===== config.mk =====
export PLATFORM = sky130hd
export DESIGN_NAME = core_glue_top
export DESIGN_NICKNAME = d
export VERILOG_FILES = /design/src/hw/core_glue_pkg.sv /design/src/hw/boot_ctrl.sv /design/src/hw/cache_op_decode.sv /design/src/hw/dmem_req_route.sv /design/src/hw/wb_trace.sv /design/src/hw/core_glue_top.sv
export SDC_FILE = /design/constraint.sdc
export NUM_CORES = 1
export LEC_CHECK = 0
export ABC_AREA = 1
export BUFFER_PORTS_ARGS = -buffer_cell sky130_fd_sc_hd__buf_4
export CAP_MARGIN = 30
export CORE_AREA = 8 8 153 155
export CTS_CLUSTER_DIAMETER = 30
export CTS_CLUSTER_SIZE = 12
export DETAILED_ROUTE_END_ITERATION = 16
export DIE_AREA = 0 0 161 163
export SYNTH_ARGS = -nofsm -noshare
export SYNTH_HDL_FRONTEND = slang
export SYNTH_SLANG_ARGS = --single-unit
export TNS_END_PERCENT = 100

===== constraint.sdc =====
create_clock -name Clk -period 1.15 [get_ports Clk]
set_input_delay 0.0575 -clock Clk [delete_from_list [all_inputs] [get_ports Clk]]
set_output_delay 0.0575 -clock Clk [all_outputs]
set_load 0.05 [all_outputs]

===== src/hw/core_glue_pkg.sv =====
package core_glue_pkg;

    // Datapath widths.
    localparam int XLEN      = 32;
    localparam int REG_ID_W  = 5;
    localparam int BYTE_EN_W = 4;
    localparam int SIZE_W    = 3;

    // Boot sequencing.
    localparam int RESET_HOLD_CYCLES = 128;
    localparam int WARMUP_FETCHES    = 3;
    localparam int HOLD_CNT_W        = $clog2(RESET_HOLD_CYCLES);
    localparam int FETCH_CNT_W       = $clog2(WARMUP_FETCHES);

    // Target field of a CACHE instruction, bits 17:16.
    localparam logic [1:0] CACHE_TGT_I = 2'b00;
    localparam logic [1:0] CACHE_TGT_D = 2'b01;

    // Transfer size codes on the uncached port.
    localparam logic [SIZE_W-1:0] SIZE_BYTE = 3'd0;
    localparam logic [SIZE_W-1:0] SIZE_HALF = 3'd1;
    localparam logic [SIZE_W-1:0] SIZE_WORD = 3'd2;

    typedef enum logic [1:0] {
        RST_HOLD = 2'd0,
        WARMUP   = 2'd1,
        RUN      = 2'd2
    } boot_state_e;

    typedef enum logic [2:0] {
        CACHE_NOP                       = 3'd0,
        CACHE_INDEX_WRITEBACK_INVALIDATE = 3'd1,
        CACHE_INDEX_STORE_TAG           = 3'd2,
        CACHE_HIT_INVALIDATE            = 3'd3,
        CACHE_HIT_WRITEBACK_INVALIDATE  = 3'd4
    } cache_op_e;

    typedef enum logic [1:0] {
        MW_BYTE = 2'd0,
        MW_HALF = 2'd1,
        MW_WORD = 2'd2
    } mem_width_e;

    typedef struct packed {
        logic                 rd;
        logic                 wr;
        logic                 uncached;
        logic                 exc_pending;  // Exception raised by this access.
        logic [XLEN-1:0]      addr;
        logic [XLEN-1:0]      wdata;
        logic [BYTE_EN_W-1:0] byte_en;
        mem_width_e           width;
    } dmem_req_t;

    typedef struct packed {
        logic                 rd;
        logic                 wr;
        logic [XLEN-1:0]      addr;
        logic [XLEN-1:0]      wdata;
        logic [BYTE_EN_W-1:0] byte_en;
    } cached_req_t;

    typedef struct packed {
        cached_req_t       base;
        logic [SIZE_W-1:0] size;
    } uncached_req_t;

    typedef struct packed {
        logic [XLEN-1:0]     pc;
        logic [XLEN-1:0]     data;
        logic [REG_ID_W-1:0] reg_id;
        logic                wr_en;
    } wb_rec_t;

    typedef struct packed {
        logic [XLEN-1:0]      pc;
        logic [BYTE_EN_W-1:0] rf_wen;  // One bit per byte lane.
        logic [REG_ID_W-1:0]  rf_wnum;
        logic [XLEN-1:0]      rf_wdata;
    } trace_t;

endpackage


===== src/hw/boot_ctrl.sv =====
module boot_ctrl
    import core_glue_pkg::*;
(
    input  logic Clk,
    input  logic Myreset,
    input  logic i_inst_data_ok,
    input  logic i_dcache_close,
    output logic o_core_reset,
    output logic o_icache_close,
    output logic o_total_uncache
);

    boot_state_e state;
    boot_state_e state_nxt;

    logic [HOLD_CNT_W-1:0]  hold_cnt;
    logic [FETCH_CNT_W-1:0] fetch_cnt;
    logic                   hold_done;
    logic                   warmup_done;

    // Last edge of the hold window.
    assign hold_done = (hold_cnt == HOLD_CNT_W'(RESET_HOLD_CYCLES - 1));

    // Final uncached fetch completes.
    assign warmup_done = i_inst_data_ok &&
                         (fetch_cnt == FETCH_CNT_W'(WARMUP_FETCHES - 1));

    always_comb begin
        state_nxt = state;
        case (state)
            RST_HOLD: begin
                if (hold_done) begin
                    state_nxt = WARMUP;
                end
            end
            WARMUP: begin
                if (warmup_done) begin
                    state_nxt = RUN;
                end
            end
            RUN: begin
                state_nxt = RUN;
            end
            default: begin
                state_nxt = RST_HOLD;
            end
        endcase
    end

    always_ff @(posedge Clk) begin
        if (Myreset) begin
            state     <= RST_HOLD;
            hold_cnt  <= '0;
            fetch_cnt <= '0;
        end else begin
            state <= state_nxt;
            if (state == RST_HOLD) begin
                hold_cnt <= hold_cnt + HOLD_CNT_W'(1);
            end
            // Fetches only count once the core is out of reset.
            if (state == WARMUP && i_inst_data_ok) begin
                fetch_cnt <= fetch_cnt + FETCH_CNT_W'(1);
            end
        end
    end

    assign o_core_reset    = (state == RST_HOLD);
    assign o_icache_close  = (state != RUN);  // Closed through hold and warm-up.
    assign o_total_uncache = o_icache_close | i_dcache_close;

endmodule


===== src/hw/cache_op_decode.sv =====
module cache_op_decode
    import core_glue_pkg::*;
(
    input  logic            i_cache_instr,
    input  logic [XLEN-1:0] i_cache_word,
    output cache_op_e       o_icache_op,
    output cache_op_e       o_dcache_op
);

    logic [1:0] target;
    logic [2:0] op_field;

    assign target   = i_cache_word[17:16];
    assign op_field = i_cache_word[20:18];

    // Same table for both caches, hit writeback only exists on the D side.
    function automatic cache_op_e decode_op(input logic [2:0] op, input logic is_dcache);
        cache_op_e res;
        case (op)
            3'b000: begin
                res = CACHE_INDEX_WRITEBACK_INVALIDATE;
            end
            3'b010: begin
                res = CACHE_INDEX_STORE_TAG;
            end
            3'b100: begin
                res = CACHE_HIT_INVALIDATE;
            end
            3'b101: begin
                res = is_dcache ? CACHE_HIT_WRITEBACK_INVALIDATE : CACHE_NOP;
            end
            default: begin
                res = CACHE_NOP;
            end
        endcase
        return res;
    endfunction

    always_comb begin
        o_icache_op = CACHE_NOP;
        o_dcache_op = CACHE_NOP;
        if (i_cache_instr) begin
            if (target == CACHE_TGT_I) begin
                o_icache_op = decode_op(op_field, 1'b0);
            end
            if (target == CACHE_TGT_D) begin
                o_dcache_op = decode_op(op_field, 1'b1);
            end
        end
    end

endmodule


===== src/hw/dmem_req_route.sv =====
module dmem_req_route
    import core_glue_pkg::*;
(
    input  dmem_req_t     i_req,
    input  logic          i_total_uncache,
    output cached_req_t   o_cached_req,
    output uncached_req_t o_uncached_req
);

    logic              to_uncached;
    logic              rd_ok;
    logic              wr_ok;
    logic [SIZE_W-1:0] size_code;

    // Uncached by page attribute, or while caches are closed.
    assign to_uncached = i_req.uncached | i_total_uncache;

    // A faulting access must not reach memory.
    assign rd_ok = i_req.rd & ~i_req.exc_pending;
    assign wr_ok = i_req.wr & ~i_req.exc_pending;

    always_comb begin
        case (i_req.width)
            MW_WORD: begin
                size_code = SIZE_WORD;
            end
            MW_HALF: begin
                size_code = SIZE_HALF;
            end
            default: begin
                size_code = SIZE_BYTE;
            end
        endcase
    end

    always_comb begin
        o_cached_req.rd      = rd_ok & ~to_uncached;
        o_cached_req.wr      = wr_ok & ~to_uncached;
        o_cached_req.addr    = i_req.addr;
        o_cached_req.wdata   = i_req.wdata;
        o_cached_req.byte_en = i_req.byte_en;
    end

    always_comb begin
        o_uncached_req.base.rd      = rd_ok & to_uncached;
        o_uncached_req.base.wr      = wr_ok & to_uncached;
        o_uncached_req.base.addr    = i_req.addr;
        o_uncached_req.base.wdata   = i_req.wdata;
        o_uncached_req.base.byte_en = i_req.byte_en;
        o_uncached_req.size         = size_code;  // Bus size follows access width.
    end

endmodule


===== src/hw/wb_trace.sv =====
module wb_trace
    import core_glue_pkg::*;
(
    input  logic    Clk,
    input  logic    i_core_reset,
    input  wb_rec_t i_wb,
    input  logic    i_flush,
    input  logic    i_dm_stall,
    input  logic    i_exc_now,
    output trace_t  o_trace
);

    logic   wen_ok;
    trace_t trace_nxt;

    // A stalled writeback only retires when an exception is taken.
    assign wen_ok = i_wb.wr_en & ~i_flush & (~i_dm_stall | i_exc_now);

    always_comb begin
        if (i_flush) begin
            trace_nxt.pc       = '0;
            trace_nxt.rf_wnum  = '0;
            trace_nxt.rf_wdata = '0;
        end else begin
            trace_nxt.pc       = i_wb.pc;
            trace_nxt.rf_wnum  = i_wb.reg_id;
            trace_nxt.rf_wdata = i_wb.data;
        end
        trace_nxt.rf_wen = wen_ok ? '1 : '0;
    end

    always_ff @(posedge Clk) begin
        if (i_core_reset) begin
            o_trace <= '0;
        end else begin
            o_trace <= trace_nxt;
        end
    end

endmodule


===== src/hw/core_glue_top.sv =====
module core_glue_top
    import core_glue_pkg::*;
(
    input  logic            Clk,
    input  logic            Myreset,

    // Boot and cache warm-up.
    input  logic            i_inst_data_ok,
    input  logic            i_dcache_close,
    output logic            o_core_reset,
    output logic            o_icache_close,
    output logic            o_total_uncache,

    // CACHE instruction.
    input  logic            i_cache_instr,
    input  logic [XLEN-1:0] i_cache_word,
    output cache_op_e       o_icache_op,
    output cache_op_e       o_dcache_op,

    // Data memory requests.
    input  dmem_req_t       i_dmem_req,
    output cached_req_t     o_cached_req,
    output uncached_req_t   o_uncached_req,

    // Writeback trace.
    input  wb_rec_t         i_wb,
    input  logic            i_flush,
    input  logic            i_dm_stall,
    input  logic            i_exc_now,
    output trace_t          o_trace
);

    boot_ctrl boot_ctrl_inst (
        .Clk             (Clk),
        .Myreset         (Myreset),
        .i_inst_data_ok  (i_inst_data_ok),
        .i_dcache_close  (i_dcache_close),
        .o_core_reset    (o_core_reset),
        .o_icache_close  (o_icache_close),
        .o_total_uncache (o_total_uncache)
    );

    cache_op_decode cache_op_decode_inst (
        .i_cache_instr (i_cache_instr),
        .i_cache_word  (i_cache_word),
        .o_icache_op   (o_icache_op),
        .o_dcache_op   (o_dcache_op)
    );

    // Closed caches force every data access uncached.
    dmem_req_route dmem_req_route_inst (
        .i_req           (i_dmem_req),
        .i_total_uncache (o_total_uncache),
        .o_cached_req    (o_cached_req),
        .o_uncached_req  (o_uncached_req)
    );

    wb_trace wb_trace_inst (
        .Clk          (Clk),
        .i_core_reset (o_core_reset),  // Trace stays quiet while the core is held.
        .i_wb         (i_wb),
        .i_flush      (i_flush),
        .i_dm_stall   (i_dm_stall),
        .i_exc_now    (i_exc_now),
        .o_trace      (o_trace)
    );

endmodule


==> flow_metrics.py <==
metrics = {
    "status": {
        "status": "complete, but fails checks",
        "violations": "negative setup slack",
    },
    "sta": {
        "fmax_mhz": 571,
        "rsz0062_at_grt": "true",
        "slew_viol_final": 0,
        "finalCritPeriodShare_pct": 152,
        "finalCriticalPeriod_ns": 1.75,
        "finalHoldViolations": 0,
        "fin_ws_ns": -0.601,
        "fin_skew_ns": 0.0134,
        "finalSetupViolCount": 88,
    },
    "grt": {
        "grt_pass1_vias": 3382,
        "grt_pass1_wl_um": 19500,
        "antenna_found_initial": 0,
        "grt_max_degree": 15,
        "grt.overflow.total": 0,
        "gr-usage-all-layers_pct": 9.75,
    },
    "clock_tree": {
        "insertion_delay_ns": 0.33,
        "clk_pin_slew_worst_paths_ns": 0.07,
        "cts_buffers": 9,
        "htree_levels": 3,
        "clockBufferDepth": 2,
        "clock_tree.root_cell": "clkbuf_16",
        "clkSinkCount": 81,
        "cts_tree": "built",
    },
    "critical_path": {
        "worstReg2RegEnd": "wb_trace_inst.o_trace[19]$_SDFF_PP0_",
        "r2r_slack_ns": -0.43,
        "cp-start-kind": "flip-flop",
        "endpoint_kind": "primary output",
        "reg2reg_from": "boot_ctrl_inst.state[0]$_SDFFE_PP0P_",
        "setup.worst_path.start": "boot_ctrl_inst.state[0]$_SDFFE_PP0P_",
        "crit_fanout": 4,
        "required_ns": 1.09,
        "critPathKind": "reg -> out",
        "worstPathArrival_ns": 1.69,
        "ff2ff_path_depth": 8,
    },
    "power": {
        "p_per_area_mw_per_mm2": 1200,
        "combPwrFrac_pct": 24.7,
        "p_clk_share_pct": 37.0,
        "irDropWorstVdd_mv": 0.791,
        "p_leak_nw": 3.07,
        "switchingPower_mw": 2.25,
        "swShare_pct": 29.0,
        "pwr-share-seq_pct": 38.3,
        "p_int_mw": 5.51,
    },
    "synth": {
        "syn_area_per_cell_um2": 8.14,
        "synthesis.area_mm2": 0.00373,
        "ys_types": 19,
        "ys_seq_area_share_pct": 43.4,
        "synthCells": 459,
        "synth_warnings": 0,
        "synth_seq_cells": 81,
    },
    "min_path": {
        "min_from": "i_wb[2]",
        "hold_depth": 3,
        "hold_class": "in -> reg",
        "hold_end": "wb_trace_inst.o_trace[33]$_SDFF_PP0_",
    },
    "cells_and_area": {
        "syn2layout_area_growth_pct": 73.0,
        "drive_gt1_share_pct": 53.5,
        "design_area_mm2": 0.00646,
        "fin_nets": 788,
        "finalCoreUtilization_pct": 31.0,
    },
    "drt": {
        "drtAntennaViolNets": 0,
        "wl_met3_um": 1130,
        "avgViaCountPerCell": 3.50,
        "first_iter_violations": 108,
        "top_layer": "met4",
        "m1WireLength_um": 4620,
        "wl_per_cell_um": 15.1,
        "wl_met2_um": 7010,
        "routed_wl_um": 13300,
        "via_count": 3082,
        "dr.pass1.iters": 4,
        "drc": 0,
    },
    "floorplanning": {
        "core_mm2": 0.0208,
        "die_y_um": 163,
        "io_pins": 409,
        "core.rowCount": 53,
        "start_util_pct": 17.9,
        "die_area_mm2": 0.0262,
        "die_w_um": 161,
    },
    "place": {
        "dp_hpwl_um": 7900,
        "dpl_cell_area_mm2": 0.00440,
        "place.gp.congestion": 0.707,
        "io_buffers": 175,
    },
    "job": {
        "maxCapViolations": 0,
    },
}
[kinds of logic (layout without fill, tap and decap cells)]
family / count (synthesis) / count (layout) / share of synthesized area [%]
AOI/OAI and AO/OA: 18 / 18 / 2.51
xor gates and xnor gates: 2 / 2 / 0.469
adders and majority gates: 5 / 5 / 1.68
buffers and inverters: 237 / 381 / 39.6
DFF: 81 / 81 / 43.4
other: 1 / 3 / 0.100
and+or+nand+nor: 115 / 115 / 12.2
[metrics by stage]
step / instances / total power [mW] / hold WS (ns) / TNS, ns / setup slack (ns)
2_1_floorplan: 460 / 4.98 / 0.130 / -33.62 / -0.646
3_3_place_gp: 769 / 4.17 / 0.115 / -20.54 / -0.295
3_5_place_dp: 769 / 4.19 / 0.115 / -21.82 / -0.321
4_1_cts: 882 / 7.81 / 0.00363 / -37.29 / -0.613
5_1_grt: 879 / 8.12 / 0.00769 / -30.48 / -0.666
6_report: 880 / 7.76 / 0.0146 / -25.94 / -0.601
[worst max-delay path: stages, from the launching register on]
cell and delay (ns):
dfxtp_2 0.32, inv_2 0.06, ha_4 0.13, clkinvlp_4 0.07, or2_4 0.24, or2_4 0.27, nor2_4 0.11, buf_8 0.15
[state kept, by name, summed over array words and instances, names as in the netlist]
name and cells:
wb_trace_inst.o_trace 70, boot_ctrl_inst.state 2, boot_ctrl_inst.fetch_cnt 2, boot_ctrl_inst.hold_cnt 7
[cell type report]
cell class,count,area [um2]
Antenna cell,1,2.50
Inverter,88,339
Sequential cell,81,1630
Clock buffer,10,229
Multi-Input combinational cell,142,1230
Clock inverter,6,67.6
Tap cell,275,344
Timing Repair Buffer,277,2630
Fill cell,2093,14400
[what timing repair did]
| item | in CTS | in global routing |
|---|---|---|
| pin swaps | 17 | 13 |
| setup buffers | 15 | 3 |
| gates cloned | 13 | 0 |
| hold buffers | 69 | 0 |
| setup endpoints to repair | 88 | 88 |
| gates resized for setup | 114 | 77 |
| hold endpoints to repair | 69 | 0 |
[synthesized netlist by cell type]
master | instances | share of area [%]
or2_4 | 1 | 0.23
xor2_1 | 1 | 0.23
nor2_1 | 84 | 8.4
nand3_1 | 4 | 0.54
nor4_1 | 2 | 0.33
or2_1 | 1 | 0.17
a21oi_1 | 9 | 1.2
a311oi_1 | 1 | 0.23
dfxtp_1 | 81 | 43
inv_1 | 88 | 8.8
o21ai_0 | 8 | 1.1
conb_1 | 1 | 0.10
buf_6 | 8 | 2.4
nor3_1 | 2 | 0.27
nand2_1 | 19 | 1.9
buf_4 | 141 | 28
ha_1 | 5 | 1.7
xnor2_1 | 1 | 0.23
or2_2 | 2 | 0.33
[cell usage in the layout (no fill, tap or decap), types with 3 or more instances in the layout]
master	instances
clkinvlp_4	3
inv_1	82
a21oi_2	3
o21ai_2	5
inv_2	3
dlygate4sd3_1	69
a21oi_1	6
nand3_2	3
nor2_1	22
nor2_4	52
dfxtp_1	78
buf_6	8
buf_8	6
buf_12	8
clkbuf_16	9
buf_4	176
nand2_1	14
nor2_2	10
or2_4	3
dfxtp_2	3
buf_16	10
[per-layer routing]
layer  up-vias  GRT usage, %
met5         -             0
met4         0          5.93
met3        62          3.41
met2       189          17.8
met1      1367          9.33
li1       1464             -
[worst max path at each step]
stage,slack [ns],depth (start not counted),to
final,-0.60,7,o_cached_req[68]
after detailed placement,-0.32,6,wb_trace_inst.o_trace[31]$_SDFF_PP0_
after global routing,-0.67,7,o_cached_req[68]
after CTS,-0.61,8,o_uncached_req[71]
after global placement,-0.29,7,o_uncached_req[71]
after floorplan,-0.65,6,o_cached_req[68]
[power groups by stage]
stage          registers (mW)  clock network (mW)  logic [mW]
3_3_place_gp             3.02                   0        1.15
6_report                 2.97                2.87        1.92
4_1_cts                  2.97                2.99        1.85
5_1_grt                  2.98                3.10        2.03
2_1_floorplan            3.32                   0        1.66
3_5_place_dp             3.02                   0        1.16
Power figures use the tool's default switching activity.
